===== src/hw/fetch_pkg.sv =====
package fetch_pkg;

    localparam int XLEN = 32;                       // Bus address and data width

    // Transfer types driven by the fetch master
    localparam logic [1:0] HTRANS_IDLE   = 2'b00;   // No transfer
    localparam logic [1:0] HTRANS_NONSEQ = 2'b10;   // Single word fetch

    // Outcome of one fetch as delivered to decode
    typedef enum logic [1:0] {
        FETCH_VALID = 2'b00,                        // Instruction fetched normally
        FETCH_BSERR = 2'b01,                        // Slave answered with an error
        FETCH_PMAVN = 2'b10                         // Address not executable
    } fetch_status_e;

    // Master to slave, only the fields the fetch stage drives
    typedef struct packed {
        logic [XLEN-1:0] haddr;                     // Always word aligned
        logic [1:0]      htrans;                    // IDLE or NONSEQ
    } ahb_req_t;

    // Slave to master
    typedef struct packed {
        logic [XLEN-1:0] hrdata;
        logic            hready;                    // Phase completes when high
        logic            hresp;                     // Error, valid with hready
    } ahb_rsp_t;

    // One slot of the instruction fetch buffer, 66 bits
    typedef struct packed {
        logic [XLEN-1:0] instr;                     // Zero for a PMA fault
        logic [XLEN-1:0] addr;                      // Fetch address of instr
        fetch_status_e   status;
    } ifb_entry_t;

endpackage


===== src/hw/fetch_cfg_pkg.sv =====
package fetch_cfg_pkg;

    // Register bus request, one access per setup and access phase
    typedef struct packed {
        logic                        psel;
        logic                        penable;
        logic                        pwrite;
        logic [11:0]                 paddr;         // Byte offset inside the block
        logic [fetch_pkg::XLEN-1:0]  pwdata;
    } apb_req_t;

    typedef struct packed {
        logic [fetch_pkg::XLEN-1:0]  prdata;
        logic                        pready;        // Tied high, no wait states
        logic                        pslverr;       // Unmapped offset
    } apb_rsp_t;

    // Register map
    localparam logic [11:0] REG_CTRL   = 12'h000;   // Bit 0 fetch enable
    localparam logic [11:0] REG_ATTR   = 12'h004;   // Bit k exec of region k
    localparam logic [11:0] REG_BASE0  = 12'h010;   // Base of region 0
    localparam logic [11:0] REG_MASK0  = 12'h014;   // Mask of region 0
    localparam logic [11:0] REG_STRIDE = 12'h008;   // Distance between regions

    // One entry of the executable memory table
    // Address hits the region when (addr & mask) == base
    typedef struct packed {
        logic [fetch_pkg::XLEN-1:0]  base;
        logic [fetch_pkg::XLEN-1:0]  mask;
        logic                        exec;          // Region may be fetched from
    } pma_region_t;

endpackage


===== src/hw/fetch_cfg_regs.sv =====
module fetch_cfg_regs import fetch_pkg::*, fetch_cfg_pkg::*; #(
    parameter int PMA_REGIONS = 2
) (
    input  logic        s_clk_i,
    input  logic        arst_n_i,
    input  apb_req_t    apb_req_i,                  // Register bus request
    output apb_rsp_t    apb_rsp_o,                  // Register bus response
    output logic        fetch_en_o,                 // Fetch may issue transfers
    output pma_region_t regions_o [PMA_REGIONS]     // Region table for the PMA check
);

    logic                   fetch_en_q;
    pma_region_t            regions_q [PMA_REGIONS];

    logic                   access;                 // Access phase of a transfer
    logic                   wr_en;
    logic                   hit_ctrl;
    logic                   hit_attr;
    logic [PMA_REGIONS-1:0] hit_base;
    logic [PMA_REGIONS-1:0] hit_mask;
    logic                   mapped;                 // Offset belongs to the map
    logic [XLEN-1:0]        rd_data;

    assign access = apb_req_i.psel & apb_req_i.penable;
    assign wr_en  = access & apb_req_i.pwrite;

    // Offset decode and read mux
    always_comb begin
        hit_ctrl = (apb_req_i.paddr == REG_CTRL);
        hit_attr = (apb_req_i.paddr == REG_ATTR);
        rd_data  = '0;
        if (hit_ctrl)
            rd_data[0] = fetch_en_q;
        for (int k = 0; k < PMA_REGIONS; k++) begin
            hit_base[k] = (apb_req_i.paddr == REG_BASE0 + 12'(REG_STRIDE * k));
            hit_mask[k] = (apb_req_i.paddr == REG_MASK0 + 12'(REG_STRIDE * k));
            if (hit_attr)
                rd_data[k] = regions_q[k].exec;     // Exec bits gathered into ATTR
            if (hit_base[k])
                rd_data = regions_q[k].base;
            if (hit_mask[k])
                rd_data = regions_q[k].mask;
        end
    end

    assign mapped = hit_ctrl | hit_attr | (|hit_base) | (|hit_mask);

    // Response is combinational in the access phase
    assign apb_rsp_o.prdata  = (access & mapped) ? rd_data : '0;
    assign apb_rsp_o.pready  = 1'b1;
    assign apb_rsp_o.pslverr = access & ~mapped;

    // Writes land at the edge closing the access
    always_ff @(posedge s_clk_i or negedge arst_n_i) begin
        if (!arst_n_i) begin
            fetch_en_q <= 1'b0;
            for (int k = 0; k < PMA_REGIONS; k++)
                regions_q[k] <= '0;                 // Mask zero, nothing executable
        end else if (wr_en) begin
            if (hit_ctrl)
                fetch_en_q <= apb_req_i.pwdata[0];
            for (int k = 0; k < PMA_REGIONS; k++) begin
                if (hit_attr)
                    regions_q[k].exec <= apb_req_i.pwdata[k];
                if (hit_base[k])
                    regions_q[k].base <= apb_req_i.pwdata;
                if (hit_mask[k])
                    regions_q[k].mask <= apb_req_i.pwdata;
            end
        end
    end

    assign fetch_en_o = fetch_en_q;
    assign regions_o  = regions_q;

endmodule


===== src/hw/fetch_pma.sv =====
module fetch_pma import fetch_pkg::*, fetch_cfg_pkg::*; #(
    parameter int PMA_REGIONS = 2
) (
    input  logic [XLEN-1:0] addr_i,                 // Address held in FE0
    input  pma_region_t     regions_i [PMA_REGIONS],
    output logic            exec_ok_o               // Some exec region covers addr_i
);

    logic [PMA_REGIONS-1:0] region_hit;

    // One masked compare per region
    always_comb begin
        for (int k = 0; k < PMA_REGIONS; k++) begin
            region_hit[k] = regions_i[k].exec &
                            ((addr_i & regions_i[k].mask) == regions_i[k].base);
        end
    end

    // Any executable hit is enough
    // A cleared table (mask zero, exec low) blocks every address
    assign exec_ok_o = |region_hit;

endmodule


===== src/hw/fetch_addr_phase.sv =====
module fetch_addr_phase import fetch_pkg::*; #(
    parameter int IFB_DEPTH = 4
) (
    input  logic                           s_clk_i,
    input  logic                           arst_n_i,
    input  logic                           fetch_en_i,      // Fetch enable from CTRL
    input  logic                           redirect_i,      // Later stage changes flow
    input  logic [XLEN-1:0]                redirect_addr_i, // New fetch target
    input  logic                           exec_ok_i,       // PMA result for FE0
    input  logic [$clog2(IFB_DEPTH+1)-1:0] ifb_free_i,      // Free IFB slots
    input  ahb_rsp_t                       ahb_rsp_i,
    output ahb_req_t                       ahb_req_o,
    output logic [XLEN-1:0]                fe0_addr_o,      // Address under PMA check
    output logic                           ifb_push_o,
    output ifb_entry_t                     ifb_wdata_o,
    output logic                           flush_o          // Clears the IFB
);

    localparam int CNT_W = $clog2(IFB_DEPTH + 1);

    // FE1 info codes
    localparam logic [1:0] INF_NONE   = 2'b00;
    localparam logic [1:0] INF_PMAVN  = 2'b01;              // Blocked fetch, no transfer
    localparam logic [1:0] INF_PARKED = 2'b10;              // Target waits for FE0

    logic [XLEN-1:0] fe0_add_q, fe0_add_d;
    logic            fe0_utd_q, fe0_utd_d;
    logic [XLEN-1:0] fe1_add_q, fe1_add_d;
    logic            fe1_utd_q, fe1_utd_d;
    logic [1:0]      fe1_inf_q, fe1_inf_d;
    logic            halt_q, halt_d;                        // Stopped after a PMA fault

    logic            fe0_live;                              // FE0 takes part on the bus
    logic            pma_viol;
    logic            stuck;                                 // Address phase held by wait
    logic            parked;
    logic            fe1_pmavn;
    logic [1:0]      inflight;                              // Up-to-date phases
    logic            ifb_room;
    logic [XLEN-1:0] target;

    assign target    = {redirect_addr_i[XLEN-1:2], 2'b00};  // Word aligned only
    assign fe0_live  = fe0_utd_q & fetch_en_i;
    assign pma_viol  = fe0_live & ~exec_ok_i;
    assign stuck     = ~ahb_rsp_i.hready & fe0_live;
    assign parked    = ~fe1_utd_q & (fe1_inf_q == INF_PARKED);
    assign fe1_pmavn = fe1_utd_q & (fe1_inf_q == INF_PMAVN);

    // Room for every phase in flight plus one new request
    assign inflight  = {1'b0, fe0_utd_q} + {1'b0, fe1_utd_q};
    assign ifb_room  = ifb_free_i > CNT_W'(inflight);

    // Bus request straight from FE0
    assign ahb_req_o.haddr  = fe0_add_q;
    assign ahb_req_o.htrans = (fe0_live & exec_ok_i) ? HTRANS_NONSEQ : HTRANS_IDLE;
    assign fe0_addr_o       = fe0_add_q;

    // FE0 next address, redirect first, then parked target, then increment
    always_comb begin
        fe0_add_d = fe0_add_q;
        fe0_utd_d = fe0_utd_q;
        if (!stuck) begin
            if (redirect_i) begin
                fe0_add_d = target;
                fe0_utd_d = 1'b1;
            end else if (parked) begin
                fe0_add_d = fe1_add_q;
                fe0_utd_d = 1'b1;
            end else if (halt_q | pma_viol) begin
                fe0_utd_d = 1'b0;                           // Wait for a redirect
            end else if (fe0_live) begin
                fe0_add_d = fe0_add_q + XLEN'(4);
                fe0_utd_d = ifb_room;                       // Else re-armed below later
            end else if (!fe0_utd_q) begin
                fe0_utd_d = ifb_room & fetch_en_i;          // Idle, start once room
            end
        end
    end

    // FE1 follows FE0 whenever an address phase completes
    always_comb begin
        fe1_add_d = fe1_add_q;
        fe1_utd_d = fe1_utd_q;
        fe1_inf_d = fe1_inf_q;
        if (redirect_i & stuck) begin
            fe1_add_d = target;                             // FE0 cannot move yet
            fe1_utd_d = 1'b0;
            fe1_inf_d = INF_PARKED;
        end else if (redirect_i | (ahb_rsp_i.hready & parked)) begin
            fe1_utd_d = 1'b0;                               // Old data gets dropped
            fe1_inf_d = INF_NONE;
        end else if (ahb_rsp_i.hready) begin
            fe1_add_d = fe0_add_q;
            fe1_utd_d = fe0_live;
            fe1_inf_d = pma_viol ? INF_PMAVN : INF_NONE;
        end
    end

    always_comb begin
        halt_d = halt_q;
        if (redirect_i | parked)
            halt_d = 1'b0;
        else if (pma_viol & !stuck)
            halt_d = 1'b1;                                  // Fault moves on to FE1
    end

    always_ff @(posedge s_clk_i or negedge arst_n_i) begin
        if (!arst_n_i) begin
            fe0_add_q <= '0;                                // First fetch at zero
            fe0_utd_q <= 1'b0;
            fe1_utd_q <= 1'b0;
            fe1_inf_q <= INF_NONE;
            halt_q    <= 1'b0;
        end else begin
            fe0_add_q <= fe0_add_d;
            fe0_utd_q <= fe0_utd_d;
            fe1_utd_q <= fe1_utd_d;
            fe1_inf_q <= fe1_inf_d;
            halt_q    <= halt_d;
        end
    end

    always_ff @(posedge s_clk_i) begin
        fe1_add_q <= fe1_add_d;
    end

    // Entry written when the data phase of FE1 completes
    assign ifb_push_o         = ahb_rsp_i.hready & fe1_utd_q & ~redirect_i;
    assign ifb_wdata_o.instr  = fe1_pmavn ? '0 : ahb_rsp_i.hrdata;
    assign ifb_wdata_o.addr   = fe1_add_q;
    assign ifb_wdata_o.status = fe1_pmavn       ? FETCH_PMAVN :
                                ahb_rsp_i.hresp ? FETCH_BSERR : FETCH_VALID;
    assign flush_o            = redirect_i;

endmodule


===== src/hw/fetch_ifb.sv =====
module fetch_ifb import fetch_pkg::*; #(
    parameter int IFB_DEPTH = 4
) (
    input  logic                           s_clk_i,
    input  logic                           arst_n_i,
    input  logic                           flush_i,         // Drop all entries
    input  logic                           push_i,
    input  ifb_entry_t                     wdata_i,
    input  logic                           pop_stall_i,     // Decode holds the head
    output logic                           valid_o,         // Head entry present
    output ifb_entry_t                     rdata_o,
    output logic [$clog2(IFB_DEPTH+1)-1:0] free_o           // Slots left for throttling
);

    localparam int PTR_W = $clog2(IFB_DEPTH);
    localparam int CNT_W = $clog2(IFB_DEPTH + 1);

    ifb_entry_t       mem_q [IFB_DEPTH];
    logic [PTR_W-1:0] wr_ptr_q;
    logic [PTR_W-1:0] rd_ptr_q;
    logic [CNT_W-1:0] count_q;
    logic             do_push;
    logic             do_pop;

    // Wrap at IFB_DEPTH, which need not be a power of two
    function automatic logic [PTR_W-1:0] ptr_inc(input logic [PTR_W-1:0] ptr);
        return (ptr == PTR_W'(IFB_DEPTH - 1)) ? '0 : ptr + 1'b1;
    endfunction

    assign valid_o = (count_q != '0);
    assign rdata_o = mem_q[rd_ptr_q];
    assign free_o  = CNT_W'(IFB_DEPTH) - count_q;

    assign do_push = push_i & ~flush_i;                     // Requester keeps room free
    assign do_pop  = valid_o & ~pop_stall_i & ~flush_i;

    always_ff @(posedge s_clk_i or negedge arst_n_i) begin
        if (!arst_n_i) begin
            wr_ptr_q <= '0;
            rd_ptr_q <= '0;
            count_q  <= '0;
        end else if (flush_i) begin
            wr_ptr_q <= '0;
            rd_ptr_q <= '0;
            count_q  <= '0;
        end else begin
            if (do_push)
                wr_ptr_q <= ptr_inc(wr_ptr_q);
            if (do_pop)
                rd_ptr_q <= ptr_inc(rd_ptr_q);
            case ({do_push, do_pop})
                2'b10:   count_q <= count_q + 1'b1;
                2'b01:   count_q <= count_q - 1'b1;
                default: count_q <= count_q;        // Both or neither
            endcase
        end
    end

    // Entry storage
    always_ff @(posedge s_clk_i) begin
        if (do_push)
            mem_q[wr_ptr_q] <= wdata_i;
    end

endmodule


===== src/hw/fetch_stage_top.sv =====
module fetch_stage_top import fetch_pkg::*, fetch_cfg_pkg::*; #(
    parameter int IFB_DEPTH   = 4,                  // At least 3
    parameter int PMA_REGIONS = 2
) (
    input  logic            s_clk_i,
    input  logic            arst_n_i,
    input  apb_req_t        apb_req_i,              // Configuration bus
    output apb_rsp_t        apb_rsp_o,
    output ahb_req_t        ahb_req_o,              // Instruction bus
    input  ahb_rsp_t        ahb_rsp_i,
    input  logic            redirect_i,             // From a later stage
    input  logic [XLEN-1:0] redirect_addr_i,
    input  logic            id_stall_i,             // Decode not ready
    output logic            id_valid_o,
    output ifb_entry_t      id_entry_o
);

    localparam int CNT_W = $clog2(IFB_DEPTH + 1);

    logic             fetch_en;
    pma_region_t      regions [PMA_REGIONS];
    logic [XLEN-1:0]  fe0_addr;
    logic             exec_ok;
    logic             ifb_push;
    ifb_entry_t       ifb_wdata;
    logic             flush;
    logic [CNT_W-1:0] ifb_free;

    // Enable and region table
    fetch_cfg_regs #(.PMA_REGIONS(PMA_REGIONS)) i_cfg_regs (
        .s_clk_i    (s_clk_i),
        .arst_n_i   (arst_n_i),
        .apb_req_i  (apb_req_i),
        .apb_rsp_o  (apb_rsp_o),
        .fetch_en_o (fetch_en),
        .regions_o  (regions)
    );

    fetch_pma #(.PMA_REGIONS(PMA_REGIONS)) i_pma (
        .addr_i     (fe0_addr),
        .regions_i  (regions),
        .exec_ok_o  (exec_ok)
    );

    // FE0 and FE1 control
    fetch_addr_phase #(.IFB_DEPTH(IFB_DEPTH)) i_addr_phase (
        .s_clk_i         (s_clk_i),
        .arst_n_i        (arst_n_i),
        .fetch_en_i      (fetch_en),
        .redirect_i      (redirect_i),
        .redirect_addr_i (redirect_addr_i),
        .exec_ok_i       (exec_ok),
        .ifb_free_i      (ifb_free),
        .ahb_rsp_i       (ahb_rsp_i),
        .ahb_req_o       (ahb_req_o),
        .fe0_addr_o      (fe0_addr),
        .ifb_push_o      (ifb_push),
        .ifb_wdata_o     (ifb_wdata),
        .flush_o         (flush)
    );

    // Buffer drained by decode
    fetch_ifb #(.IFB_DEPTH(IFB_DEPTH)) i_ifb (
        .s_clk_i     (s_clk_i),
        .arst_n_i    (arst_n_i),
        .flush_i     (flush),
        .push_i      (ifb_push),
        .wdata_i     (ifb_wdata),
        .pop_stall_i (id_stall_i),
        .valid_o     (id_valid_o),
        .rdata_o     (id_entry_o),
        .free_o      (ifb_free)
    );

endmodule


===== config.mk =====
export PLATFORM = sky130hd
export DESIGN_NAME = fetch_stage_top
export DESIGN_NICKNAME = d
export VERILOG_FILES = /design/src/hw/fetch_pkg.sv /design/src/hw/fetch_cfg_pkg.sv /design/src/hw/fetch_cfg_regs.sv /design/src/hw/fetch_pma.sv /design/src/hw/fetch_addr_phase.sv /design/src/hw/fetch_ifb.sv /design/src/hw/fetch_stage_top.sv
export SDC_FILE = /design/constraint.sdc
export NUM_CORES = 1
export LEC_CHECK = 0
export BUFFER_PORTS_ARGS = -buffer_cell sky130_fd_sc_hd__buf_2
export CAP_MARGIN = 20
export CORE_UTILIZATION = 35
export CTS_BUF_LIST = sky130_fd_sc_hd__clkbuf_16
export DETAILED_ROUTE_END_ITERATION = 10
export GPL_ROUTABILITY_DRIVEN = 0
export HOLD_SLACK_MARGIN = 0.03
export PLACE_DENSITY_LB_ADDON = 0.25
export SYNTH_ARGS = -nofsm -noshare
export SYNTH_HDL_FRONTEND = slang
export SYNTH_SLANG_ARGS = --single-unit

===== constraint.sdc =====
create_clock -name s_clk_i -period 2.7 [get_ports s_clk_i]
set_input_delay 0.54 -clock s_clk_i [delete_from_list [all_inputs] [get_ports s_clk_i]]
set_output_delay 0.54 -clock s_clk_i [all_outputs]
set_load 0.01 [all_outputs]

### After elaboration in Yosys (flattened, before gate mapping)

Memory sizes are Yosys's and may differ from the RTL's.
Cells that the tools add are included.

| cells by class | value |
|---|---|
| order comparisons | 1 |
| eq/ne operators | 15 |
| add/sub/neg operators | 7 |
| reduce and logical (&&, ||, !) cells | 22 |
| bitwise logic cells | 37 |
| muxes and demuxes | 43 |

Operator list:

| operator | count |
|---|---|
| two-way mux 32 bit | 13 |
| bitwise AND 32 bit | 2 |
| == test 32 bit | 2 |
| == test 12 x 5 -> 1 bit, second input constant | 4 |
| adder 32 x 3 -> 32 bit, second input constant | 1 |
| two-way mux 2 bit | 11 |
| bitwise AND 1 bit | 21 |
| two-way mux 1 bit | 17 |
| AND reduction 2 bit | 8 |
| == test 12 x 3 -> 1 bit, second input constant | 1 |
| zero test 12 bit | 1 |
| nonzero test 3 bit | 4 |
| == test 2 bit, second input constant | 4 |
| NOT 1 bit | 8 |
| nonzero test 2 bit | 4 |
| bitwise OR 1 bit | 6 |
| one-hot mux 3 bit (2 select lines) | 1 |
| OR reduction 2 bit | 3 |
| adder 2 x 1 -> 2 bit, second input constant | 2 |
| == test 2 x 1 -> 1 bit, second input constant | 2 |
| adder 3 x 1 -> 3 bit, second input constant | 1 |
| greater-than comparator 3 x 2 -> 1 bit | 1 |
| two-way mux 3 bit | 1 |
| inequality test 3 x 2 -> 1 bit, second input constant | 1 |
| other kinds (6) | 6 |

| word-level totals | value |
|---|---|
| bits in registers | 207 |
| RAM bits | 264 |
| memories kept | 1 |
| input port bits | 117 |
| word-level logic and storage cells | 143 |

Memory list:

| name | depth | width | rd ports | clocked after Yosys merged registers in | write ports | line | text |
|---|---|---|---|---|---|---|---|
| i_ifb.mem_q | 4 | 66 | 1 | 0 | 1 | fetch_ifb.sv:18 | `ifb_entry_t mem_q [IFB_DEPTH];` |

### Depth between registers and ports, before layout

Gate-level depths: netlist of run 1.

| logic depth | value |
|---|---|
| depth in word-level cells | 10 |
| depth in mapped cells | 11 |
| mapped depth without buffers | 11 |

### Cells and area by module

From an unflattened synthesis of run 1, not the netlist that was laid out.

| second synthesis, totals | value |
|---|---|
| cells, all modules | 1560 |
| area total of the unflattened synthesis | 21956.1 µm² |

By module, submodules not included:

| module | area an instance (µm²) | seq. area each (µm²) | cells each | instances |
|---|---|---|---|---|
| fetch_ifb | 10032.1 | 8102.8 | 401 | 1 |
| fetch_cfg_regs | 6190.9 | 3278.1 | 461 | 1 |
| fetch_addr_phase | 4615.7 | 1866.8 | 530 | 1 |
| fetch_pma | 1117.3 | 0.0 | 168 | 1 |

### Worst setup path before layout of run 1

Ideal clock, no wire load.

| timing path | value |
|---|---|
| kind | in2reg |
| start point | input port ahb_rsp_i[1] (netlist name) |
| end point | memory i_ifb.mem_q[0][0] (netlist name) (enable) |
| stages on the path | 4 |
| required time | 2.269 ns |
| path slack | -0.459 ns |
| path buffers | 1 |
| arrival | 2.728 ns |
| path through | clkbuf_1 > nand2_1 > nor2_1 > and2_1 |

| between the ends | value |
|---|---|
| longest elaborated chain between the ends | 5 |

RTL lines:

| item | line | text |
|---|---|---|
| start, declared | fetch_stage_top.sv:10 | `input ahb_rsp_t ahb_rsp_i,` |
| bitwise AND 1 bit (2 in series) | fetch_addr_phase.sv:128 | `assign ifb_push_o = ahb_rsp_i.hready & fe1_utd_q & ~redirect_i;` |
| bitwise AND 1 bit | fetch_ifb.sv:34 | `assign do_push = push_i & ~flush_i;` |
| two-way mux 1 bit | fetch_ifb.sv:61 | `if (do_push)` |
| two-way mux 1 bit (not written as such) | fetch_ifb.sv:62 | `mem_q[wr_ptr_q] <= wdata_i;` |
| end, declared | fetch_ifb.sv:18 |  |

No other way between the ends.

==> impl_results.html, run 1 <==
<table>
<tr><th>Metric</th><th>Value</th></tr>
<tr><th colspan="2">Timing</th></tr>
<tr><td>Post-Route Skew</td><td>18.4 ps</td></tr>
<tr><td>Relative slew slack</td><td>0.499</td></tr>
<tr><td>Final critical-path required period</td><td>between 3000 and 4000 ps</td></tr>
<tr><td>Fmax</td><td>roughly 0.32 GHz</td></tr>
<tr><td>Final max-slew violation count</td><td>0</td></tr>
<tr><td>Ratio of final minimum period to clock period</td><td>1.14</td></tr>
<tr><td>Unrepaired setup endpoints after global routing</td><td>true</td></tr>
<tr><td>Worst hold margin</td><td>203 ps</td></tr>
<tr><td>Transition at the pin with the smallest max-transition slack</td><td>751 ps</td></tr>
<tr><td>Count of final setup violators</td><td>34</td></tr>
<tr><td>Hold violation total from the final report</td><td>0</td></tr>
<tr><td>Worst path setup slack after routing</td><td>-380 ps</td></tr>
<tr><th colspan="2">Cells and area</th></tr>
<tr><td>Area growth syn-to-layout</td><td>33.8%</td></tr>
<tr><td>Final core utilization</td><td>0.478</td></tr>
<tr><td>Final net count</td><td>2084</td></tr>
<tr><td>Layout cells sized above 1</td><td>0.447</td></tr>
<tr><th colspan="2">Yosys</th></tr>
<tr><td>Area fraction of the dominant cell type after synthesis</td><td>0.416</td></tr>
<tr><td>Unique cell type count in the Yosys netlist</td><td>slightly above 60</td></tr>
<tr><td>Count of state elements after synthesis</td><td>471</td></tr>
<tr><td>Post-synth EDFFs</td><td>294</td></tr>
<tr><td>Primary FF master, synth</td><td>edfxtp_1</td></tr>
<tr><td>Cell Area, Synth</td><td>21200 sq um</td></tr>
<tr><td>Synth Warn #</td><td>0</td></tr>
<tr><td>Share of the yosys chip area belonging to registers</td><td>0.624</td></tr>
<tr><td>Dominant cell by count in the synthesized netlist</td><td>edfxtp_1</td></tr>
<tr><td>Top cells by area in the synthesized netlist</td><td>edfxtp_1 (42%), dfrtp_1 (21%), mux4_2 (7.0%)</td></tr>
<tr><td>Commonest cells in the netlist</td><td>edfxtp_1 (294), dfrtp_1 (175), nor2_1 (129)</td></tr>
<tr><td>Leading area contributor after synthesis</td><td>edfxtp_1</td></tr>
<tr><td>Net count after synthesis</td><td>1637</td></tr>
<tr><td>Async SR Flop Fraction</td><td>0.372</td></tr>
<tr><td>Synthesized instance count</td><td>1509</td></tr>
<tr><td>Mean instance size in the synthesized netlist</td><td>14.1 sq um</td></tr>
<tr><th colspan="2">Worst setup path</th></tr>
<tr><td>Count of cell instances traversed by the critical path</td><td>7</td></tr>
<tr><td>Critical Path Source Type</td><td>flop</td></tr>
<tr><td>Largest fanout on the critical path</td><td>4</td></tr>
<tr><td>Largest delay share family, worst path</td><td>simple AND/OR/NAND/NOR gates</td></tr>
<tr><td>Required time at the worst-slack endpoint</td><td>2160 ps</td></tr>
<tr><td>Setup slack on the worst flop-to-flop path</td><td>-10 ps</td></tr>
<tr><td>Timing startpoint of the critical path</td><td>i_addr_phase.fe0_addr_o[12]</td></tr>
<tr><td>CP Capture Type</td><td>primary output</td></tr>
<tr><td>Library cell contributing the largest single delay on the critical path</td><td>dfrtp_2</td></tr>
<tr><td>Worst setup path endpoint</td><td>ahb_req_o[1]</td></tr>
<tr><td>Buffering stage count on the worst path with inverters included</td><td>1</td></tr>
<tr><td>Path depth of the worst reg2reg path</td><td>12</td></tr>
<tr><td>Category of the critical setup timing path</td><td>reg -&gt; out</td></tr>
<tr><td>Delay contributed by the slowest stage of the critical path</td><td>480 ps</td></tr>
<tr><td>Cells traversed along the worst timing path</td><td>nand2_1 &gt; xor2_1 &gt; nand4_1 &gt; nor4_4 &gt; a31oi_4 &gt; nor2_2 &gt; buf_2</td></tr>
<tr><td>Reg2Reg Launch Point</td><td>i_addr_phase.fe0_addr_o[4]</td></tr>
<tr><td>Reg-to-Reg End</td><td>i_addr_phase.fe0_addr_o[23]</td></tr>
<tr><td>Arrival time at the worst endpoint</td><td>2540 ps</td></tr>
<tr><th colspan="2">Clocking</th></tr>
<tr><td>Maximum level of the CTS H-tree</td><td>2</td></tr>
<tr><td>Number of clock sinks seen by CTS</td><td>471</td></tr>
<tr><td>Clock buffer count from CTS</td><td>52</td></tr>
<tr><td>Clk pin slew, worst setup/hold paths</td><td>about 60 ps</td></tr>
<tr><td>Clock insertion delay at the later pin of the skew report</td><td>600 ps</td></tr>
<tr><td>Max Buffers Root-to-Sink</td><td>3</td></tr>
<tr><td>Clock tree from TritonCTS</td><td>yes</td></tr>
<tr><td>Cell at the root of the clock tree</td><td>clkbuf_16</td></tr>
<tr><th colspan="2">GRT</th></tr>
<tr><td>Total Routing Usage GR</td><td>0.208</td></tr>
<tr><td>Number of antenna violations at the first check in global routing</td><td>3</td></tr>
<tr><td>Via count of the first global-routing pass</td><td>14603</td></tr>
<tr><td>First-pass GRT wire length</td><td>94.3 mm</td></tr>
<tr><td>Pin count of the biggest net entering global routing</td><td>just under 70</td></tr>
<tr><td>Overflow left after global routing</td><td>0</td></tr>
<tr><th colspan="2">Floorplanning</th></tr>
<tr><td>Total number of placement rows</td><td>89</td></tr>
<tr><td>Core ar.</td><td>59500 sq um</td></tr>
<tr><td>Floorplan die area</td><td>61600 sq um</td></tr>
<tr><td>Height of the die</td><td>248 um</td></tr>
<tr><td>Floorplan die width</td><td>248 um</td></tr>
<tr><td>Initial Utilization</td><td>0.357</td></tr>
<tr><td>Number of primary I/O pins</td><td>252</td></tr>
<tr><th colspan="2">Place</th></tr>
<tr><td>Number of input and output port buffers inserted</td><td>247</td></tr>
<tr><td>Total half-perimeter wirelength after legalization and detailed placement</td><td>43.8 mm</td></tr>
<tr><th colspan="2">Min path</th></tr>
<tr><td>Source of the worst hold timing path</td><td>redirect_i</td></tr>
<tr><td>Number of cells traversed by the worst hold path</td><td>2</td></tr>
<tr><td>Worst hold path type</td><td>in -&gt; reg</td></tr>
<tr><th colspan="2">Pwr</th></tr>
<tr><td>Power density relative to cell area</td><td>slightly below 600 nW/um^2</td></tr>
<tr><td>Worst voltage drop across the vdd grid</td><td>0.000462 V</td></tr>
<tr><td>Leakage</td><td>around 0.012 uW</td></tr>
<tr><th colspan="2">Outcome</th></tr>
<tr><td>Failing checks</td><td>setup timing</td></tr>
<tr><td>Result of the run</td><td>finished, violations left</td></tr>
<tr><th colspan="2">Detailed routing</th></tr>
<tr><td>Router iterations before antenna repair</td><td>6</td></tr>
<tr><td>Via-per-instance ratio</td><td>approximately 5.3</td></tr>
<tr><td>Routed Antenna Nets</td><td>0</td></tr>
<tr><td>Post-route DRC violation count</td><td>0</td></tr>
<tr><td>Average detailed-routed wire length per instance</td><td>23.5 um</td></tr>
<tr><td>Routed Wire Length</td><td>65.2 mm</td></tr>
<tr><td>Via count</td><td>14820</td></tr>
<tr><td>Iteration-0 DRC Markers</td><td>1046</td></tr>
<tr><th colspan="2">Job</th></tr>
<tr><td>Reported max-cap violation count</td><td>0</td></tr>
</table>
[flip-flops by register name, indices dropped and copies added (netlist names), 2 cells and up]
name                     flops
i_addr_phase.fe0_addr_o     32
i_addr_phase.fe1_add_q      32
i_addr_phase.fe1_inf_q       2
i_cfg_regs.regions_o       130
i_ifb.count_q                3
i_ifb.mem_q                264
i_ifb.rd_ptr_q               2
i_ifb.wr_ptr_q               2
[how the worst min path moves through the flow]
stage | end | slack (ps)
floorplan | i_addr_phase.fe0_addr_o[0] | 240
global placement | i_ifb.mem_q[3][31] | 510
detailed placement | i_cfg_regs.regions_o[95] | 520
CTS | i_ifb.rd_ptr_q[1] | 160
global route | i_ifb.rd_ptr_q[1] | 180
finish | i_ifb.rd_ptr_q[1] | 200
[cell type report]
class / instances / area [sq um]
Clock buffer: 53 / 1330
Timing Repair Buffer: 489 / 4210
Multi-Input combinational cell: 931 / 8240
Fill cell: 5282 / 31100
Antenna cell: 1 / 2.50
Tap cell: 773 / 967
Inverter: 11 / 41.3
Sequential cell: 471 / 13300
Clock inverter: 42 / 357
[cells by family (layout without fill, tap and decap cells)]
logic type | Yosys count | after routing | synth area share
compound gates | 231 | 232 | 0.0749
xor+xnor | 70 | 70 | 0.0289
fa+ha+maj | 11 | 11 | 0.00684
buf+inv | 108 | 595 | 0.0216
flops | 471 | 471 | 0.624
mux | 208 | 208 | 0.150
other cells | 2 | 3 | 0.000354
simple gates | 408 | 408 | 0.0933
[worst reg2reg max path, cell delays in order, from the launching register on]
cell	delay (ps)
dfrtp_2	410
buf_6	130
nand2_2	60
xor2_1	160
buf_4	160
buf_6	90
or4bb_1	420
nor4b_2	250
a22o_2	290
a21oi_4	150
clkbuf_16	250
a21oi_4	120
o22ai_2	100
[per-layer routing]
metal / routed length (um) / vias to the layer above / global-route usage
met5: 46 / - / 0
met4: 2210 / 6 / 0.0656
met3: 4040 / 132 / 0.0378
met2: 29900 / 530 / 0.322
met1: 29000 / 7512 / 0.294
li1: - / 6640 / -
[metrics by stage]
stage	cell area, sq um	std cells	power [uW]	setup WS (ps)	TNS [ps]
floorplan	21200	1509	8690	-150	-4150
global placement	25000	2627	9480	-457	-26890
detailed placement	25000	2627	9500	-426	-24380
CTS	27800	2752	16600	-457	-10050
global route	28400	2770	17300	-474	-14990
finish	28400	2771	16600	-380	-7680
[cells in the final DEF, fill, tap and decap left out, drive strengths merged, types with 34 or more instances in the layout]
master,netlist,routed
nor3,44,44
edfxtp,294,294
a21oi,48,49
a22o,34,34
mux2,134,134
o21ai,59,59
dfrtp,175,175
and2,43,43
buf,36,480
mux4,66,66
nor2,130,130
clkbuf,61,60
nand2,101,101
xor2,42,42
[where the power goes]
| group | switching, uW | internal, uW |
|---|---|---|
| Clock | 2950 | 4050 |
| Sequential | 148 | 7780 |
| Combinational | 918 | 790 |
[timing repair]
item / 4_1_cts / 5_1_grt
buffers inserted: 15 / 13
resized for setup: 136 / 114
setup endpoints to repair: 86 / 84
hold buffers: 1 / 0
gates cloned: 15 / 9
hold endpoints to repair: 64 / 0
pin swaps: 49 / 59
Note: power is estimated with default switching activity, not from simulation.
==> inputs of run 2 (changes only) <==
CTS_BUF_LIST = unset   (was sky130_fd_sc_hd__clkbuf_16)
==> impl_results.html, run 2 (synthesis results as in run 1) <==
<table>
<tr><th>Metric</th><th>Value</th></tr>
<tr><th colspan="2">Floorplanning</th></tr>
<tr><td>Floorplan die width</td><td>248 um (unchanged)</td></tr>
<tr><td>Floorplan die area</td><td>61600 sq um (unchanged)</td></tr>
<tr><td>Total number of placement rows</td><td>89 (unchanged)</td></tr>
<tr><td>Core ar.</td><td>59500 sq um (unchanged)</td></tr>
<tr><td>Height of the die</td><td>248 um (unchanged)</td></tr>
<tr><td>Initial Utilization</td><td>0.357 (unchanged)</td></tr>
<tr><td>Number of primary I/O pins</td><td>252 (unchanged)</td></tr>
<tr><th colspan="2">GRT</th></tr>
<tr><td>Number of antenna violations at the first check in global routing</td><td>3 (unchanged)</td></tr>
<tr><td>Via count of the first global-routing pass</td><td>14619 (+0.11%)</td></tr>
<tr><td>Overflow left after global routing</td><td>0 (unchanged)</td></tr>
<tr><td>First-pass GRT wire length</td><td>94.4 mm (about the same)</td></tr>
<tr><td>Total Routing Usage GR</td><td>0.208 (about the same)</td></tr>
<tr><td>Pin count of the biggest net entering global routing</td><td>69 (unchanged)</td></tr>
<tr><th colspan="2">Job</th></tr>
<tr><td>Reported max-cap violation count</td><td>0 (unchanged)</td></tr>
<tr><th colspan="2">Detailed routing</th></tr>
<tr><td>Routed Antenna Nets</td><td>0 (unchanged)</td></tr>
<tr><td>Router iterations before antenna repair</td><td>6 (unchanged)</td></tr>
<tr><td>Via-per-instance ratio</td><td>5.31 (-0.77%)</td></tr>
<tr><td>Average detailed-routed wire length per instance</td><td>23.5 um (-0.17%)</td></tr>
<tr><td>Iteration-0 DRC Markers</td><td>974 (-6.9%)</td></tr>
<tr><td>Routed Wire Length</td><td>65.0 mm (-0.32%)</td></tr>
<tr><td>Post-route DRC violation count</td><td>0 (unchanged)</td></tr>
<tr><td>Via count</td><td>14685 (-0.91%)</td></tr>
<tr><th colspan="2">Cells and area</th></tr>
<tr><td>Top library cells by usage in the layout, fill and taps aside</td><td>edfxtp_1 (294), buf_2 (230), dfrtp_1 (160)</td></tr>
<tr><td>Non-filler instance count after layout</td><td>2767 (-0.14%)</td></tr>
<tr><td>Register bank with the most flops</td><td>i_ifb.mem_q</td></tr>
<tr><td>Final net count</td><td>2080 (-0.19%)</td></tr>
<tr><td>Area occupied by registers</td><td>13300 sq um (unchanged)</td></tr>
<tr><td>Multi-input logic area</td><td>8200 sq um (-0.41%)</td></tr>
<tr><td>Largest register FFs</td><td>264 (unchanged)</td></tr>
<tr><td>Area growth syn-to-layout</td><td>33.8% (about the same)</td></tr>
<tr><td>Filler instances</td><td>5281 (-0.019%)</td></tr>
<tr><td>Layout cells sized above 1</td><td>0.442 (-0.00462)</td></tr>
<tr><td>Most common cell after layout, fill and taps aside</td><td>edfxtp_1</td></tr>
<tr><th colspan="2">Timing</th></tr>
<tr><td>Final critical-path required period</td><td>3060 ps (-19.6 ps)</td></tr>
<tr><td>Post-Route Skew</td><td>18.9 ps (+0.455 ps)</td></tr>
<tr><td>Count of final setup violators</td><td>33 (-2.9%)</td></tr>
<tr><td>Worst path setup slack after routing</td><td>-361 ps (+19.6 ps)</td></tr>
<tr><td>Hold violation total from the final report</td><td>0 (unchanged)</td></tr>
<tr><td>Ratio of final minimum period to clock period</td><td>1.13 (-0.00725)</td></tr>
<tr><td>Fmax</td><td>0.327 GHz (+0.64%)</td></tr>
<tr><td>Relative slew slack</td><td>0.498 (-0.00141)</td></tr>
<tr><td>Transition at the pin with the smallest max-transition slack</td><td>753 ps (+2.11 ps)</td></tr>
<tr><td>Unrepaired setup endpoints after global routing</td><td>true</td></tr>
<tr><td>Final max-slew violation count</td><td>0 (unchanged)</td></tr>
<tr><th colspan="2">Pwr</th></tr>
<tr><td>Leakage</td><td>0.0117 uW (-0.30%)</td></tr>
<tr><td>Power density relative to cell area</td><td>593 nW/um^2 (+1.2%)</td></tr>
<tr><td>Overall power</td><td>16800 uW (+1.2%)</td></tr>
<tr><td>Worst voltage drop across the vdd grid</td><td>0.000450 V (-2.6%)</td></tr>
<tr><th colspan="2">Place</th></tr>
<tr><td>Number of placed instances, taps included</td><td>2627 (unchanged)</td></tr>
<tr><td>Number of input and output port buffers inserted</td><td>247 (unchanged)</td></tr>
<tr><td>Total half-perimeter wirelength after legalization and detailed placement</td><td>43.8 mm (unchanged)</td></tr>
<tr><td>Worst slack at placement</td><td>-426 ps (unchanged)</td></tr>
<tr><th colspan="2">Worst setup path</th></tr>
<tr><td>Category of the critical setup timing path</td><td>reg -&gt; out</td></tr>
<tr><td>Required time at the worst-slack endpoint</td><td>2160 ps (about the same)</td></tr>
<tr><td>Critical Path Source Type</td><td>flop</td></tr>
<tr><td>Arrival time at the worst endpoint</td><td>2520 ps (-20 ps)</td></tr>
<tr><td>CP Capture Type</td><td>primary output</td></tr>
<tr><td>Largest fanout on the critical path</td><td>4 (unchanged)</td></tr>
<tr><th colspan="2">Clocking</th></tr>
<tr><td>Clock tree from TritonCTS</td><td>yes</td></tr>
<tr><td>Cell at the root of the clock tree</td><td>clkbuf_16</td></tr>
<tr><td>Clock buffer count from CTS</td><td>52 (unchanged)</td></tr>
<tr><td>Number of clock sinks seen by CTS</td><td>471 (unchanged)</td></tr>
<tr><td>Clock insertion delay at the later pin of the skew report</td><td>600 ps (about the same)</td></tr>
<tr><td>Max Buffers Root-to-Sink</td><td>3 (unchanged)</td></tr>
<tr><td>Maximum level of the CTS H-tree</td><td>2 (unchanged)</td></tr>
<tr><td>Clk pin slew, worst setup/hold paths</td><td>60 ps (about the same)</td></tr>
<tr><th colspan="2">Min path</th></tr>
<tr><td>Worst hold path type</td><td>in -&gt; reg</td></tr>
<tr><th colspan="2">Outcome</th></tr>
<tr><td>Result of the run</td><td>finished, violations left</td></tr>
<tr><td>Failing checks</td><td>setup timing</td></tr>
</table>
run 2: cell count changes in the layout (fill, tap and decap cells not counted), moves of 3 or more:
cell	change
inv_1	-10
o21ai_0	+9
o21ai_1	+4
o21ai_2	-16
clkinv_1	-6
clkbuf_8	+6
o21ai_4	+3
clkbuf_1	+10
run 2: path summary, 6_finish.rpt:
check,slack [ps],end,cells after the start,start
setup / recovery,-360,ahb_req_o[1],8,i_addr_phase.fe0_addr_o[5]
max in group asynchronous,1490,i_cfg_regs.regions_o[113],3,arst_n_i
setup reg to reg,60,i_addr_phase.fe0_addr_o[17],11,i_addr_phase.fe0_addr_o[4]
hold / removal,200,i_ifb.rd_ptr_q[1],2,redirect_i
min in group asynchronous,530,i_cfg_regs.regions_o[84],2,arst_n_i
hold reg to reg,540,i_ifb.mem_q[1][6],0,i_addr_phase.fe1_add_q[4]
run 2: per-stage QoR:
stage / setup TNS (ps) / cell area, sq um / util / hold WS [ps]
finish: -7680 / 28400 / 0.478 / 204
CTS: -10050 / 27900 / 0.468 / 164
global route: -13600 / 28400 / 0.478 / 178
floorplan: -4150 / 21200 / - / 244
detailed placement: -24380 / 25000 / 0.420 / 521
global placement: -26890 / 25000 / 0.420 / 506
run 2: worst max-delay path, stage by stage, from the launching register on:
cell	delay, ps
dfrtp_2	430
nand2_1	80
xnor2_1	210
nor4_1	370
nand4_1	210
nor4_4	220
a31oi_4	100
nor2_2	150
buf_2	150
run 2: cell type report:
class | instances | area share
clock inverter | 26 | 0.0104
clock buffer | 69 | 0.0509
timing repair buffer | 486 | 0.147
inverter | 11 | 0.00145
antenna | 1 | 0.0000881
tap | 773 | 0.0341
sequential | 471 | 0.467
multi-input combinational | 930 | 0.289
run 2: report_power, final:
part	internal [uW]	switching [uW]	total, uW
clock	4260	2960	7220
sequential	7780	146	7930
combinational	784	906	1690
total	12800	4010	16800
run 2: layer usage:
metal | vias to the layer above | track usage | wire length [um]
met1 | 7481 | 0.294 | 29300
met4 | 6 | 0.0646 | 2130
li1 | 6631 | - | -
met3 | 118 | 0.0374 | 3720
met2 | 449 | 0.324 | 29700
met5 | - | 0 | 46
run 2: what timing repair did:
item,in CTS,in global routing
setup endpoints to repair,86,84
setup buffers,15,11
resized for setup,135,93
gates cloned,15,7
pin swaps,49,41
hold endpoints to repair,64,0
hold buffers,1,0
==> inputs of run 3 (changes only) <==
PLACE_DENSITY = 0.58   (was unset)
PLACE_DENSITY_LB_ADDON = unset   (was 0.25)
SYNTH_HIERARCHICAL = 1   (was unset)
==> impl_results.html, run 3 <==
<table>
<tr><th>Metric</th><th>Value</th></tr>
<tr><th colspan="2">Outcome</th></tr>
<tr><td>Result of the run</td><td>finished, violations left</td></tr>
<tr><td>Failing checks</td><td>setup timing</td></tr>
<tr><th colspan="2">Pwr</th></tr>
<tr><td>Internal power summed over all cells</td><td>12500 uW (-2.8%)</td></tr>
<tr><td>Power density relative to cell area</td><td>589 nW/um^2 (-0.59%)</td></tr>
<tr><td>Leakage</td><td>0.0115 uW (-1.5%)</td></tr>
<tr><td>Sequential cell fraction of total power</td><td>0.478 (+0.007)</td></tr>
<tr><td>Overall power</td><td>16600 uW (-1.3%)</td></tr>
<tr><td>Net switching fraction of the power</td><td>0.249 (+0.0111)</td></tr>
<tr><td>Clk network pwr share</td><td>0.408 (-0.021)</td></tr>
<tr><td>Comb power frac</td><td>0.114 (+0.014)</td></tr>
<tr><td>Switching Power</td><td>4140 uW (+3.3%)</td></tr>
<tr><td>Worst voltage drop across the vdd grid</td><td>0.000412 V (-8.5%)</td></tr>
<tr><th colspan="2">Detailed routing</th></tr>
<tr><td>Average detailed-routed wire length per instance</td><td>22.8 um (-2.7%)</td></tr>
<tr><td>Post-route DRC violation count</td><td>0 (unchanged)</td></tr>
<tr><td>Router iterations before antenna repair</td><td>5 (-1)</td></tr>
<tr><td>Iteration-0 DRC Markers</td><td>1160 (+19%)</td></tr>
<tr><td>Via-per-instance ratio</td><td>5.31 (about the same)</td></tr>
<tr><td>Routed Antenna Nets</td><td>0 (unchanged)</td></tr>
<tr><td>Routed Wire Length</td><td>65.7 mm (+1.1%)</td></tr>
<tr><td>Via count</td><td>15258 (+3.9%)</td></tr>
<tr><th colspan="2">Worst setup path</th></tr>
<tr><td>CP Capture Type</td><td>primary output</td></tr>
<tr><td>Largest fanout on the critical path</td><td>5 (+1)</td></tr>
<tr><td>Reg-to-Reg End</td><td>i_addr_phase/fe0_addr_o[26]</td></tr>
<tr><td>Reg2Reg Launch Point</td><td>i_addr_phase/fe0_addr_o[31]</td></tr>
<tr><td>Required time at the worst-slack endpoint</td><td>2160 ps (about the same)</td></tr>
<tr><td>Category of the critical setup timing path</td><td>reg -&gt; out</td></tr>
<tr><td>Path depth of the worst reg2reg path</td><td>11 (unchanged)</td></tr>
<tr><td>Arrival time at the worst endpoint</td><td>2850 ps (+330 ps)</td></tr>
<tr><td>Setup slack on the worst flop-to-flop path</td><td>-290 ps (-350 ps)</td></tr>
<tr><td>Critical Path Source Type</td><td>flop</td></tr>
<tr><td>Timing startpoint of the critical path</td><td>i_addr_phase/fe0_addr_o[31]</td></tr>
<tr><th colspan="2">Timing</th></tr>
<tr><td>Relative slew slack</td><td>0.600 (+0.102)</td></tr>
<tr><td>Hold violation total from the final report</td><td>0 (unchanged)</td></tr>
<tr><td>Transition at the pin with the smallest max-transition slack</td><td>600 ps (-153 ps)</td></tr>
<tr><td>Sum of negative setup slack</td><td>-6620 ps (+1060 ps)</td></tr>
<tr><td>Count of final setup violators</td><td>31 (-6.1%)</td></tr>
<tr><td>Worst path setup slack after routing</td><td>-693 ps (-333 ps)</td></tr>
<tr><td>Unrepaired setup endpoints after global routing</td><td>true</td></tr>
<tr><td>Final max-slew violation count</td><td>0 (unchanged)</td></tr>
<tr><td>Post-Route Skew</td><td>37.8 ps (+18.9 ps)</td></tr>
<tr><td>Worst hold margin</td><td>196 ps (-8.05 ps)</td></tr>
<tr><td>Fmax</td><td>0.295 GHz (-9.8%)</td></tr>
<tr><td>Final critical-path required period</td><td>3390 ps (+333 ps)</td></tr>
<tr><td>Ratio of final minimum period to clock period</td><td>1.26 (+0.123)</td></tr>
<tr><th colspan="2">GRT</th></tr>
<tr><td>Via count of the first global-routing pass</td><td>15557 (+6.4%)</td></tr>
<tr><td>Pin count of the biggest net entering global routing</td><td>67 (-2.9%)</td></tr>
<tr><td>Number of antenna violations at the first check in global routing</td><td>13 (+10)</td></tr>
<tr><td>First-pass GRT wire length</td><td>97.9 mm (+3.7%)</td></tr>
<tr><td>Overflow left after global routing</td><td>0 (unchanged)</td></tr>
<tr><td>Total Routing Usage GR</td><td>0.204 (-0.00345)</td></tr>
<tr><th colspan="2">Floorplanning</th></tr>
<tr><td>Height of the die</td><td>252 um (+1.7%)</td></tr>
<tr><td>Number of primary I/O pins</td><td>252 (unchanged)</td></tr>
<tr><td>Floorplan die width</td><td>252 um (+1.7%)</td></tr>
<tr><td>Initial Utilization</td><td>0.355 (-0.00188)</td></tr>
<tr><td>Floorplan die area</td><td>63700 sq um (+3.4%)</td></tr>
<tr><td>Total number of placement rows</td><td>91 (+2.2%)</td></tr>
<tr><td>Core ar.</td><td>61800 sq um (+4.0%)</td></tr>
<tr><th colspan="2">Yosys</th></tr>
<tr><td>Synth Warn #</td><td>6 (+6)</td></tr>
<tr><td>Share of the yosys chip area belonging to registers</td><td>0.603 (-0.0207)</td></tr>
<tr><td>Async SR Flop Fraction</td><td>0.372 (unchanged)</td></tr>
<tr><td>Area fraction of the dominant cell type after synthesis</td><td>0.402 (-0.0138)</td></tr>
<tr><td>Post-synth EDFFs</td><td>294 (unchanged)</td></tr>
<tr><td>Dominant cell by count in the synthesized netlist</td><td>edfxtp_1</td></tr>
<tr><td>Count of state elements after synthesis</td><td>471 (unchanged)</td></tr>
<tr><td>Net count after synthesis</td><td>1689 (+3.2%)</td></tr>
<tr><td>Mean instance size in the synthesized netlist</td><td>14.1 sq um (about the same)</td></tr>
<tr><td>Commonest cells in the netlist</td><td>edfxtp_1 (294), dfrtp_1 (175), mux2_2 (122)</td></tr>
<tr><td>Top cells by area in the synthesized netlist</td><td>edfxtp_1 (40%), dfrtp_1 (20%), mux4_2 (6.8%)</td></tr>
<tr><td>Leading area contributor after synthesis</td><td>edfxtp_1</td></tr>
<tr><td>Synthesized instance count</td><td>1560 (+3.4%)</td></tr>
<tr><td>Unique cell type count in the Yosys netlist</td><td>78 (+26%)</td></tr>
<tr><td>Cell Area, Synth</td><td>22000 sq um (+3.4%)</td></tr>
<tr><td>Primary FF master, synth</td><td>edfxtp_1</td></tr>
<tr><th colspan="2">Clocking</th></tr>
<tr><td>Cell at the root of the clock tree</td><td>clkbuf_16</td></tr>
<tr><td>Clock tree from TritonCTS</td><td>yes</td></tr>
<tr><td>Max Buffers Root-to-Sink</td><td>3 (unchanged)</td></tr>
<tr><td>Clock insertion delay at the later pin of the skew report</td><td>610 ps (about the same)</td></tr>
<tr><td>Clock buffer count from CTS</td><td>50 (-3.8%)</td></tr>
<tr><td>Clk pin slew, worst setup/hold paths</td><td>60 ps (about the same)</td></tr>
<tr><td>Number of clock sinks seen by CTS</td><td>471 (unchanged)</td></tr>
<tr><td>Maximum level of the CTS H-tree</td><td>2 (unchanged)</td></tr>
<tr><th colspan="2">Min path</th></tr>
<tr><td>Source of the worst hold timing path</td><td>apb_req_i[28]</td></tr>
<tr><td>Number of cells traversed by the worst hold path</td><td>2 (unchanged)</td></tr>
<tr><td>Worst hold path type</td><td>in -&gt; reg</td></tr>
<tr><td>Hold Path End</td><td>i_cfg_regs/regions_o[61]</td></tr>
<tr><th colspan="2">Cells and area</th></tr>
<tr><td>Top library cells by usage in the layout, fill and taps aside</td><td>edfxtp_1 (294), buf_2 (242), buf_4 (213)</td></tr>
<tr><td>Filler instances</td><td>5630 (+6.6%)</td></tr>
<tr><td>Register bank with the most flops</td><td>i_ifb/mem_q</td></tr>
<tr><td>Final instance area</td><td>28200 sq um (-0.73%)</td></tr>
<tr><td>Final net count</td><td>2124 (+2.1%)</td></tr>
<tr><td>Area growth syn-to-layout</td><td>28.4%</td></tr>
<tr><td>Largest register FFs</td><td>264 (unchanged)</td></tr>
<tr><td>Most common cell after layout, fill and taps aside</td><td>edfxtp_1</td></tr>
<tr><td>Layout cells sized above 1</td><td>0.443 (+0.000922)</td></tr>
<tr><td>Non-filler instance count after layout</td><td>2874 (+3.9%)</td></tr>
<tr><th colspan="2">Job</th></tr>
<tr><td>Reported max-cap violation count</td><td>0 (unchanged)</td></tr>
<tr><th colspan="2">Place</th></tr>
<tr><td>Number of input and output port buffers inserted</td><td>247 (unchanged)</td></tr>
<tr><td>Number of placed instances, taps included</td><td>2758 (+5.0%)</td></tr>
<tr><td>DP Area</td><td>25700 sq um (+2.7%)</td></tr>
<tr><td>Total half-perimeter wirelength after legalization and detailed placement</td><td>45.3 mm (+3.5%)</td></tr>
</table>
run 3: power groups by stage:
| stage | registers (uW) | logic [uW] | clock network [uW] |
|---|---|---|---|
| detailed placement | 8080 | 1760 | 0 |
| finish | 7940 | 1900 | 6770 |
| global placement | 8080 | 1750 | 0 |
| CTS | 7930 | 1880 | 6900 |
| floorplan | 8040 | 981 | 0 |
| global route | 7940 | 2050 | 7160 |
run 3: final cells by class:
| class | count | area (sq um) | area share |
|---|---|---|---|
| multi-input cells | 941 | 8450 | 0.300 |
| well taps | 837 | 1050 | 0.0371 |
| repair buffers | 514 | 3760 | 0.133 |
| inverters | 17 | 63.8 | 0.00226 |
| clock buffers | 68 | 1370 | 0.0486 |
| flip-flops and latches | 471 | 13300 | 0.471 |
| clock inverters | 23 | 230 | 0.00817 |
| diodes | 3 | 7.51 | 0.000266 |
run 3: how the worst max path moves through the flow:
stage	to	slack, ps	cells past startpoint
final	ahb_req_o[1]	-690	8
after global routing	ahb_req_o[1]	-790	8
after CTS	ahb_req_o[1]	-740	8
after detailed placement	i_addr_phase/fe0_addr_o[20]	-390	11
after global placement	i_addr_phase/fe0_addr_o[3]	-390	9
after floorplan	i_ifb/mem_q[0][0]	-150	8
run 3: through the flow:
stage,util,setup WS (ps)
after floorplan,-,-149
after global placement,0.415,-387
after detailed placement,0.415,-392
after CTS,0.452,-745
after global routing,0.456,-790
final,0.456,-693
run 3: layer usage:
layer  vias up  GRT usage  routed length [um]
met3       110     0.0451                4260
met1      7769      0.276               28500
met5         -          0                 138
li1       6868          -                   -
met4        22     0.0539                1370
met2       489      0.331               31400
run 3: critical path: stages, from the launching register on:
cell and delay, ps:
dfrtp_1 440, a21boi_0 180, a211oi_2 300, nand4_1 130, or4_4 560, o22ai_4 230
buf_6 140, and3_1 160, buf_6 110
run 3: kinds of logic (layout without fill, tap and decap cells):
logic type	Yosys count	count (layout)	synth area share
AOI/OAI and AO/OA	316	316	0.100
xor gates and xnor gates	17	17	0.00678
adders and majority gates	12	12	0.00718
buffers and inverters	148	622	0.0376
DFF	471	471	0.603
muxes	235	235	0.152
other	2	5	0.000342
and+or+nand+nor	359	359	0.0920
run 3: repair_timing:
| action | CTS | global route |
|---|---|---|
| resized for setup | 105 | 59 |
| endpoints found under the hold margin | 36 | 0 |
| setup endpoints to repair | 116 | 55 |
| gates cloned | 5 | 0 |
| pin swaps | 31 | 21 |
| hold buffers | 1 | 0 |
| setup buffers | 15 | 10 |
